===== config.mk =====
export PLATFORM = sky130hd
export DESIGN_NAME = hist_readout
export DESIGN_NICKNAME = d
export VERILOG_FILES = /design/src/hdl/sifh_pkg.sv /design/src/hdl/hist_readout.sv
export SDC_FILE = /design/constraint.sdc
export NUM_CORES = 1
export LEC_CHECK = 0
export BUFFER_PORTS_ARGS = -buffer_cell sky130_fd_sc_hd__buf_4
export CAP_MARGIN = 20
export CORE_MARGIN = 1
export CORE_UTILIZATION = 25
export CTS_CLUSTER_DIAMETER = 50
export DETAILED_ROUTE_END_ITERATION = 12
export PLACE_DENSITY_LB_ADDON = 0.05
export SLEW_MARGIN = 10
export SYNTH_ARGS = -nofsm -noshare
export SYNTH_HDL_FRONTEND = slang
export SYNTH_SLANG_ARGS = --single-unit

===== constraint.sdc =====
create_clock -name clk -period 5.1 [get_ports clk]
set_clock_uncertainty 0.15 [all_clocks]
set_input_delay 0.765 -clock clk [delete_from_list [all_inputs] [get_ports clk]]
set_output_delay 0.765 -clock clk [all_outputs]
set_load 0.05 [all_outputs]

===== src/hdl/sifh_pkg.sv =====
package sifh_pkg;

    // width of one bin counter
    // must hold DATA_NUM * ACQ_NUM hits
    localparam int COUNT_W = 16;

    // raw field widths of sample and readout word
    localparam int BIN_BITS   = 8;
    localparam int PIXEL_BITS = 8;

    // time-bin index of a sample
    // only the low BIN_W bits address the histogram
    typedef logic [BIN_BITS-1:0] bin_t;

    // pixel index inside one acquisition
    typedef logic [PIXEL_BITS-1:0] pixel_t;

    // hits collected in one bin
    typedef logic [COUNT_W-1:0] count_t;

    // histogram bank select, ping-pong between fill and drain
    typedef logic bank_t;

    // readout payload, pixel in the top byte
    typedef struct packed {
        pixel_t pixel;
        bin_t   bin;
        count_t count;
    } hist_word_t;

    // builder control
    typedef enum logic [1:0] {
        // memory sweep after reset still running
        IDLE_CLEAR,
        // samples accepted and counted
        COUNTING,
        // set complete, other bank not yet drained
        WAIT_BANK
    } builder_state_e;

endpackage


===== src/hdl/hist_readout.sv =====
module hist_readout import sifh_pkg::*; #(
    parameter int BIN_W     = 6,
    parameter int PIXEL_NUM = 200
) (
    input  logic       clk,
    input  logic       res,
    input  logic       set_done,
    input  bank_t      done_bank,
    output logic       bank_busy,
    output logic       rd_en,
    output bank_t      rd_bank,
    output pixel_t     rd_pixel,
    output bin_t       rd_bin,
    input  count_t     rd_count,
    output logic       out_req,
    output hist_word_t out_word,
    input  logic       out_ack
);

    localparam int BINS = 2 ** BIN_W;

    typedef enum logic [2:0] {
        RO_IDLE,
        // read issued to memory
        RO_READ,
        // count arriving, load word
        RO_LOAD,
        // req high, waiting for ack
        RO_REQ,
        // req low, waiting for ack to drop
        RO_ACK_LOW
    } readout_state_e;

    readout_state_e state;

    logic bin_last;
    logic word_last;

    assign bin_last  = (rd_bin == bin_t'(BINS - 1));
    assign word_last = bin_last && (rd_pixel == pixel_t'(PIXEL_NUM - 1));

    always_ff @(posedge clk or negedge res) begin
        if (!res) begin
            state     <= RO_IDLE;
            bank_busy <= 1'b0;
            rd_en     <= 1'b0;
            rd_bank   <= 1'b0;
            rd_pixel  <= '0;
            rd_bin    <= '0;
            out_req   <= 1'b0;
        end else begin
            case (state)
                RO_IDLE: begin
                    // take over the bank, first read right away
                    if (set_done) begin
                        bank_busy <= 1'b1;
                        rd_bank   <= done_bank;
                        rd_pixel  <= '0;
                        rd_bin    <= '0;
                        rd_en     <= 1'b1;
                        state     <= RO_READ;
                    end
                end
                RO_READ: begin
                    rd_en <= 1'b0;
                    state <= RO_LOAD;
                end
                RO_LOAD: begin
                    out_req <= 1'b1;
                    state   <= RO_REQ;
                end
                RO_REQ: begin
                    if (out_ack) begin
                        out_req <= 1'b0;
                        state   <= RO_ACK_LOW;
                    end
                end
                RO_ACK_LOW: begin
                    // handshake closed, next bin or release
                    if (!out_ack) begin
                        if (word_last) begin
                            bank_busy <= 1'b0;
                            state     <= RO_IDLE;
                        end else begin
                            if (bin_last) begin
                                rd_bin   <= '0;
                                rd_pixel <= rd_pixel + 1'b1;
                            end else begin
                                rd_bin <= rd_bin + 1'b1;
                            end
                            rd_en <= 1'b1;
                            state <= RO_READ;
                        end
                    end
                end
                default: begin
                    state <= RO_IDLE;
                end
            endcase
        end
    end

    // word held from load until the next load, stable through req/ack
    always_ff @(posedge clk) begin
        if (state == RO_LOAD) begin
            out_word <= '{pixel: rd_pixel, bin: rd_bin, count: rd_count};
        end
    end

endmodule


==> flow_summary.toml <==
[clock_network]
cts_inserted_buffers = 5
htree_levels = 2
clk_pin_slew_ns = 0.10
cts_max_path_buffers = 2
cts_tree = "yes"
cts.sinks = 55
cts_resized = 0
clk_latency_ns = 0.31
ctsHoldBuffers = 0
cts_root_buffer = "clkbuf_8"
post_cts_buffers = 0

[critical_path]
cp_num_cells = 2
path_max_fanout = 24
critPathSlowestCell = "nor3b_2"
rrSetupSlack_ns = 2.91
crit_end = "out_word[23]"
slowest_delay_ns = 0.70
critPathCaptureType = "flip-flop"
timing.rr.start = "state[1]"
critPathRequiredTime_ns = 4.94
crit_path_start = "state[1]"
path_delay_family = "simple AND/OR/NAND/NOR gates"
cp_num_buf_inv = 1
rr_endpoint = "out_word[23]"
reg2regPathDepth = 2
start_kind = "flip-flop"
worstPathArrival_ns = 2.03
crit_type = "reg2reg"
crit_chain = "nor3b_2 -> buf_4"

[grt]
antenna_found_initial = 0
grtUsageMet3_pct = 3.22
grt.busiest_layer = "met2"
use_met2_pct = 18.0
grt_pass1_vias = 1654
met1_usage_pct = 16.8
overflow = 0
grt_usage_pct = 12.0
grt_max_degree = 25
grt_pass1_wl_um = 8970

[timing]
period_share_pct = 42.8
finalHoldViolCount = 0
clock.fmax_ghz = 0.458
worstMarginPinSlew_ns = 0.762
tns_ns = 0
period_needed_ns = 2.19
worst_slack_ns = 2.91
slew_headroom_pct = 49.0
grt_setup_unrepaired = "no"
finalMaxSlewViolations = 0
setup_viol = 0

[layout]
area_growth_pct = 34.4
diodes = 0
n_fill_cell = 889
final_cell_mix = "buf_4 (73), edfxtp_1 (32), dfrtp_1 (23)"
final_cells = 358
drive_gt1_share_pct = 37.2
multiInputGateArea_um2 = 716
post-route-util_pct = 35.1
mostFrequentLayoutCell = "buf_4"
nets = 272
regArea_um2 = 1540

[place]
portBuffers = 72
gp_congestion = 0.783
dp_hpwl_um = 3900
dp.cells = 350
pre_cts_slack_ns = 2.75

[synthesis]
post_synth_num_cell_types = 44
syn_area_per_cell_um2 = 13.2
synth_top_area_cell = "edfxtp_1"
synth_area_leaders = "edfxtp_1 (42%), dfrtp_1 (25%), nor2_1 (2.8%), nand2_1 (2.3%), o21ai_1 (2.2%)"
ys_ff_latch = 55
synth_top_area_share_pct = 41.8
ys_seq_area_share_pct = 66.9
netlist_area_um2 = 2300
ys.warnings.count = 0
synth_cells = 174
syn_nets = 197

[power]
p_total_mw = 1.81
powerDensity_nw_per_um2 = 587
p_leak_nw = 1.26
vdd_drop_max_v = 0.000191

[detailed_routing]
via_per_inst = 4.64
ant_nets = 0
drt_iter0_drc = 94
first_pass_iters = 8
wl_um = 5490
dr_total_vias = 1660
drc = 16
wl_per_cell_um = 15.3

[floorplan]
die_x_um = 97.9
dieArea_um2 = 9580
rows = 34
boundaryPins = 73
core_um2 = 8810
start_util_pct = 26.1
die-height_um = 97.9

[run_status]
status = "finished with violations"
violations = "design-rule violations"

[hold_path]
hold_class = "in2async"

[flow_run]
cap_violations = 0
==> how the worst min path moves through the flow <==
stage	endpoint	slack [ns]	cells after the start
2_1_floorplan	bank_busy	0.32	0
3_3_place_gp	out_req	0.35	1
3_5_place_dp	bank_busy	0.33	2
4_1_cts	out_req	0.20	1
5_1_grt	rd_bank	0.20	1
6_report	out_req	0.19	1
==> kinds of logic (layout without fill, tap and decap cells) <==
| kind of cell | count (synthesis) | in the layout | synth area share (%) |
|---|---|---|---|
| buf+inv | 10 | 86 | 2.18 |
| fa+ha+maj | 2 | 2 | 1.09 |
| flops | 55 | 55 | 66.9 |
| compound gates | 41 | 41 | 12.4 |
| simple gates | 65 | 65 | 17.0 |
| mux | 1 | 1 | 0.490 |
==> registers in the layout, summed over array words and instances (netlist names) <==
name	flops
rd_bank	1
rd_pixel	8
state	3
rd_en	1
out_req	1
out_word	32
rd_bin	8
bank_busy	1
==> through the flow <==
stage,hold slack (ns),cell area (um^2)
after floorplan,0.319,2300
after global placement,0.345,2950
after detailed placement,0.331,2950
after CTS,0.199,3090
after global routing,0.196,3090
final,0.188,3090
==> cells in the mapped netlist <==
cell       instances
edfxtp_1          32
dfrtp_1           23
nor2_1            17
nand2_1           14
o21ai_1           10
nand3_1            9
a21oi_1            6
inv_1              5
a31oi_1            4
buf_2              4
nor3_1             3
o211ai_1           3
o31ai_1            3
a221o_1            2
and3_1             2
ha_1               2
nand2_2            2
nand2b_1           2
nand2b_4           2
nand4_1            2
nor4_1             2
nor4_2             2
o21ai_0            2
a211o_1            1
a21boi_2           1
a21o_1             1
a21oi_4            1
a22o_1             1
a2bb2oi_1          1
a32o_1             1
buf_6              1
mux2_1             1
nand3b_1           1
nand4bb_4          1
nor2_4             1
nor3b_1            1
nor3b_4            1
nor4b_1            1
o22ai_1            1
o311ai_1           1
o31a_1             1
o32ai_1            1
or2_1              1
or3_4              1
==> report_power, final <==
part	internal [mW]	total [mW]	switching (mW)
Clock	0.196	0.345	0.148
Combinational	0.205	0.756	0.552
Sequential	0.630	0.710	0.0803
==> area by class of cell <==
class / count / area share (%)
Inverter: 5 / 0.608
Tap cell: 108 / 4.38
Clock inverter: 2 / 1.95
Clock buffer: 6 / 2.35
Multi-Input combinational cell: 109 / 23.2
Sequential cell: 55 / 49.8
Timing Repair Buffer: 73 / 17.8
==> metal layers <==
layer,routed length [um],vias up
met5,0,-
met4,63,0
met3,316,6
met2,2500,55
met1,2610,793
li1,-,806
(Power assumes the default switching activity.)
