### config.mk
export PLATFORM = sky130hd
export DESIGN_NAME = hist_builder
export DESIGN_NICKNAME = d
export VERILOG_FILES = /design/src/hdl/sifh_pkg.sv /design/src/hdl/hist_builder.sv
export SDC_FILE = /design/constraint.sdc
export NUM_CORES = 1
export LEC_CHECK = 0
export BUFFER_PORTS_ARGS = -buffer_cell sky130_fd_sc_hd__buf_2
export CAP_MARGIN = 15
export CORE_ASPECT_RATIO = 1.2
export CORE_UTILIZATION = 25
export CTS_BUF_LIST = sky130_fd_sc_hd__clkbuf_8
export DETAILED_ROUTE_END_ITERATION = 10
export GPL_TIMING_DRIVEN = 0
export PLACE_DENSITY = 0.51
export SETUP_SLACK_MARGIN = 0.05
export SLEW_MARGIN = 40
export SYNTH_ARGS = -nofsm -noshare
export SYNTH_HDL_FRONTEND = slang
export SYNTH_SLANG_ARGS = --single-unit
### constraint.sdc
create_clock -name clk -period 2.41 [get_ports clk]
set_input_delay 0 -clock clk [delete_from_list [all_inputs] [get_ports clk]]
set_output_delay 0 -clock clk [all_outputs]
set_load 0.005 [all_outputs]
### src/hdl/sifh_pkg.sv
package sifh_pkg;

    // width of one bin counter
    // must hold DATA_NUM * ACQ_NUM hits
    localparam int COUNT_W = 16;

    // raw field widths of sample and readout word
    localparam int BIN_BITS   = 8;
    localparam int PIXEL_BITS = 8;

    // time-bin index of a sample
    // only the low BIN_W bits address the histogram
    typedef logic [BIN_BITS-1:0] bin_t;

    // pixel index inside one acquisition
    typedef logic [PIXEL_BITS-1:0] pixel_t;

    // hits collected in one bin
    typedef logic [COUNT_W-1:0] count_t;

    // histogram bank select, ping-pong between fill and drain
    typedef logic bank_t;

    // readout payload, pixel in the top byte
    typedef struct packed {
        pixel_t pixel;
        bin_t   bin;
        count_t count;
    } hist_word_t;

    // builder control
    typedef enum logic [1:0] {
        // memory sweep after reset still running
        IDLE_CLEAR,
        // samples accepted and counted
        COUNTING,
        // set complete, other bank not yet drained
        WAIT_BANK
    } builder_state_e;

endpackage

### src/hdl/hist_builder.sv
module hist_builder import sifh_pkg::*; #(
    parameter int BIN_W     = 6,
    parameter int DATA_NUM  = 2,
    parameter int PIXEL_NUM = 200,
    parameter int ACQ_NUM   = 1000
) (
    input  logic   clk,
    input  logic   res,
    input  logic   sample_en,
    input  bin_t   sample_bin,
    output logic   sample_ready,
    output logic   inc_en,
    output bank_t  inc_bank,
    output pixel_t inc_pixel,
    output bin_t   inc_bin,
    output logic   set_done,
    input  logic   bank_busy,
    input  logic   clear_done
);

    // counter widths, +1 keeps a count of one legal
    localparam int DW  = $clog2(DATA_NUM + 1);
    localparam int AQW = $clog2(ACQ_NUM + 1);

    builder_state_e state;

    // nested position of the next sample
    logic [DW-1:0]  data_cnt;
    pixel_t         pixel_cnt;
    logic [AQW-1:0] acq_cnt;

    // bank currently being filled
    bank_t bank_sel;

    logic accept;
    logic data_last;
    logic pixel_last;
    logic acq_last;
    logic set_last;

    // no samples during set_done, bank_sel toggles at its end
    assign sample_ready = (state == COUNTING) && !set_done;
    assign accept       = sample_en && sample_ready;

    assign data_last  = (data_cnt == DW'(DATA_NUM - 1));
    assign pixel_last = (pixel_cnt == pixel_t'(PIXEL_NUM - 1));
    assign acq_last   = (acq_cnt == AQW'(ACQ_NUM - 1));

    // final sample of the whole set
    assign set_last = accept && data_last && pixel_last && acq_last;

    // control state, counters and bank toggle
    always_ff @(posedge clk or negedge res) begin
        if (!res) begin
            state     <= IDLE_CLEAR;
            data_cnt  <= '0;
            pixel_cnt <= '0;
            acq_cnt   <= '0;
            bank_sel  <= 1'b0;
            set_done  <= 1'b0;
            inc_en    <= 1'b0;
        end else begin
            // one increment command per accepted sample
            inc_en   <= accept;
            set_done <= 1'b0;

            // filled bank handed over, start the next one
            if (set_done) begin
                bank_sel <= ~bank_sel;
            end

            // sample -> pixel -> acquisition carry chain
            if (accept) begin
                if (data_last) begin
                    data_cnt <= '0;
                    if (pixel_last) begin
                        pixel_cnt <= '0;
                        if (acq_last) begin
                            acq_cnt <= '0;
                        end else begin
                            acq_cnt <= acq_cnt + 1'b1;
                        end
                    end else begin
                        pixel_cnt <= pixel_cnt + 1'b1;
                    end
                end else begin
                    data_cnt <= data_cnt + 1'b1;
                end
            end

            case (state)
                IDLE_CLEAR: begin
                    if (clear_done) begin
                        state <= COUNTING;
                    end
                end
                COUNTING: begin
                    // previous set still draining -> stall
                    if (set_last) begin
                        if (bank_busy) begin
                            state <= WAIT_BANK;
                        end else begin
                            set_done <= 1'b1;
                        end
                    end
                end
                WAIT_BANK: begin
                    if (!bank_busy) begin
                        set_done <= 1'b1;
                        state    <= COUNTING;
                    end
                end
                default: begin
                    state <= IDLE_CLEAR;
                end
            endcase
        end
    end

    // increment address, captured with the sample
    // inc_bank keeps the filled bank until the next accept
    always_ff @(posedge clk) begin
        if (accept) begin
            inc_bank  <= bank_sel;
            inc_pixel <= pixel_cnt;
            inc_bin   <= bin_t'(sample_bin[BIN_W-1:0]);
        end
    end

endmodule

==> metrics list <==
- Final number of hold-violating endpoints: 0
- Insertion delay to the later sink of the worst-skew pair: 0.29 ns
- CTS saw 40 sinks.
* Max FO, Critical Path: 10
- Dividing the detail-routed via count by the number of cells gives 4.50.
* Crit-path cells: inv_2 -> ha_1 -> clkbuf_4 -> nand4b_4 -> or4_4 -> buf_6 -> or3_1 -> o21ai_1
* Die Wd: 81.1 um
* Critical path's slowest cell: sky130_fd_sc_hd__or4_4
- Unrepaired setup endpoints after global routing: no
* Aggregate negative setup slack: 0 ns
- The max-slew violation count was 0.
- Nets: 221
* Tightest Pin Transition: 0.753 ns
- Result of the run: finished, final reports clean
- Top-level I/O count: 33
- Dominant synthesized flop cell: sky130_fd_sc_hd__dfrtp_1
* Class of the tightest hold or removal check: input port to flip-flop
* Max stage delay on crit path: 0.48 ns
- Gate count after technology mapping: 155
* Register-to-register setup slack: 0.26 ns
- Pin count of the biggest net entering global routing: 26
- In this run the remaining antenna-violating nets after routing total 0.
- First-pass GRT wire length: 5.84 mm
* Weighted congestion at the end of routability-driven global placement: 0.759
- After layout, the worst path uses 89.2% of the clock period.
- Initial antenna violation count: 0
* Buffer levels on the longest clock path: 2
* Cell at the root of the clock tree: sky130_fd_sc_hd__clkbuf_8
- The number of antenna diodes in the final layout is 0.
* Minimum setup slack in the final design: 0.260 ns
- After clock tree synthesis, the clock-pin slew on the worst setup and hold paths is 0.08 ns.
- H-tree levels: 2
- Required time worst endpoint: 2.64 ns
- Summed over all layers, the global routing overflow is 0.
- In this run the biggest area consumer among cell types represents 33.4% of the synthesized area.
- After legalization and detailed placement, the total HPWL measured 2.34 mm.
- Yosys synthesis warning count: 0
- Met3 Track Usage GR: 2.83%
- The die covers 0.00785 mm^2.
- Global routing consumed, on the met2 layer, 16.0% of the routing resources.
- Global-route usage over all layers: 9.66%
* # DRC: 0
- Share of the core filled with cells in the final layout: 32.1%
- Fmax achieved: 0.465 GHz
* Effective utilization at floorplan: 25.8%
- Worst setup path startpoint: state[1]
* CORE AREA: 0.00727 mm^2
- The number of placed instances, taps included, is 274.
- Placement-stage worst setup slack: 0.0216 ns
- I/O Buffers: 28
- First DRT Iteration DRCs: 47
- Count of final setup violators: 0
- Counting the buffers created by CTS gives 5.
- Met1 capacity usage during global routing: 11.0%
- The routed layout has 1314 vias.
- Routed wire length per instance: 11.4 um
* Number of flip-flops and latches in the synthesized netlist: 40
* Startpoint kind of the worst setup timing path: flip-flop
- Max capacitance violation total: 0
* Total leakage power: 1.03 nW
- Post-Syn Area per Cell: 12.1 um^2
* FFs w/ async S/R, synth: 62.5%
* Final-layout worst hold slack: 0.0415 ns
- Unique masters post-synth: 46
- Critical setup path kind: flip-flop to flip-flop
* Worst reg2reg path startpoint: state[1]
* CTS tree: done
- The mapped netlist covers 0.00188 mm^2.
* Post-synth top cells: sky130_fd_sc_hd__dfrtp_1, sky130_fd_sc_hd__nand2_1, sky130_fd_sc_hd__edfxtp_1
- Total number of placement rows: 34
* Leading post-synthesis cells by cell area: sky130_fd_sc_hd__dfrtp_1, sky130_fd_sc_hd__edfxtp_1, sky130_fd_sc_hd__ha_1
- Via count of the first global-routing pass: 1303
- STA puts the critical path data arrival time at 2.38 ns.
- Area added between synthesis and finish: 24.7%
- Top-count cell post-synth: sky130_fd_sc_hd__dfrtp_1
* Fraction of final layout cells sized beyond drive strength 1: 26.2%
- Largest area contributor in the netlist: sky130_fd_sc_hd__dfrtp_1
* Worst ir drop on vdd: 0.341 mV
* DIE HEIGHT: 96.9 um
- Layer carrying the most global-route usage: met2
* Max Clock Skew: 0.00664 ns
* Power density relative to cell area: 837 mW/mm^2
- Yosys mapped a number of flops with a built-in enable equal to 15.
- Post-synthesis sequential area ratio: 57.4%
- Crit path time final: 2.15 ns
* Post-detailed-routing wire length: 3.34 mm
- DR pass1 iterations: 4
- The finished layout holds 292 standard cells, fillers aside.
- Hold Path Origin: bank_busy
* Headroom to the max-slew limit: 49.8%
- Kind of capture point of the worst setup path: flip-flop
[flip-flops by register name (all words and copies together) (netlist names), 2 cells and up]
signal	flops
state	2
data_cnt	2
acq_cnt	10
inc_bin	6
inc_pixel	8
pixel_cnt	8
[power by group]
group	leakage, nW	switching [mW]	internal [mW]	total, mW
clock network	0.0593	0.230	0.303	0.533
registers	0.460	0.0935	0.852	0.946
logic	0.508	0.239	0.239	0.478
[what timing repair did]
item | 4_1_cts | 5_1_grt
hold endpoints to repair | 31 | 0
buffers inserted | 0 | 3
hold buffers | 7 | 0
pin swaps | 0 | 2
gates resized for setup | 2 | 2
setup endpoints to repair | 4 | 7
[final timing paths]
| check | end | cells after the start |
|---|---|---|
| worst min register to register | bank_sel | 1 |
| worst min-delay path | set_done | 3 |
| min in group asynchronous | acq_cnt[1] | 2 |
| worst max-delay path | acq_cnt[6] | 8 |
| max in group asynchronous | state[1] | 2 |
| worst max register to register | acq_cnt[6] | 8 |
[cell families (layout without fill, tap and decap cells)]
kind of cell,count (synthesis),count (layout),synth area share [%]
mux,4,4,2.27
other cells,1,2,0.200
fa+ha+maj,7,7,4.67
compound gates,21,21,7.81
buf+inv,12,58,3.27
xor+xnor,8,8,3.74
flops,40,40,57.4
simple gates,62,62,20.7
[cell usage in the layout, fill, tap and decap left out, types with 3 or more instances in the layout]
master                          netlist  final
sky130_fd_sc_hd__a21oi_1              5      5
sky130_fd_sc_hd__and2_1               4      4
sky130_fd_sc_hd__and3_1               5      5
sky130_fd_sc_hd__buf_2                1     28
sky130_fd_sc_hd__buf_4                2      5
sky130_fd_sc_hd__clkbuf_8             0      5
sky130_fd_sc_hd__dfrtp_1             25     24
sky130_fd_sc_hd__dlygate4sd3_1        0      7
sky130_fd_sc_hd__edfxtp_1            15     15
sky130_fd_sc_hd__ha_1                 7      7
sky130_fd_sc_hd__inv_1                7      7
sky130_fd_sc_hd__nand2_1             17     17
sky130_fd_sc_hd__nand3_1              5      5
sky130_fd_sc_hd__nand4_1              5      5
sky130_fd_sc_hd__nor2_1               5      4
sky130_fd_sc_hd__o211ai_1             3      3
sky130_fd_sc_hd__o21ai_0              4      4
sky130_fd_sc_hd__or3_1                3      3
sky130_fd_sc_hd__xnor2_1              5      5
sky130_fd_sc_hd__xor2_1               3      3
[per-stage QoR]
stage | total power [mW] | area [um^2]
finish | 1.96 | 2340
global route | 2.09 | 2340
CTS | 1.97 | 2310
detailed placement | 1.42 | 2130
global placement | 1.41 | 2130
floorplan | 1.26 | 1880
[metal layers]
metal	wire, um	share of wire, %
met3	144	4.3
met5	0	0
met2	1650	49
met4	72	2.2
met1	1470	44
[critical path, delay by kind of cell (launching register included)]
family | cells | cell delay, ns
and+or+nand+nor | 3 | 0.97
buffers and inverters | 3 | 0.45
DFF | 1 | 0.45
AOI/OAI and AO/OA | 1 | 0.07
adders and majority gates | 1 | 0.14
[layout make-up]
type / instances / area [um^2]
repair buffers: 38 / 233
flip-flops and latches: 40 / 1080
clock inverters: 3 / 38.8
inverters: 7 / 26.3
multi-input cells: 104 / 744
well taps: 90 / 113
plain buffers: 5 / 37.5
fillers: 731 / 4940
clock buffers: 5 / 68.8
(Power assumes the default switching activity.)
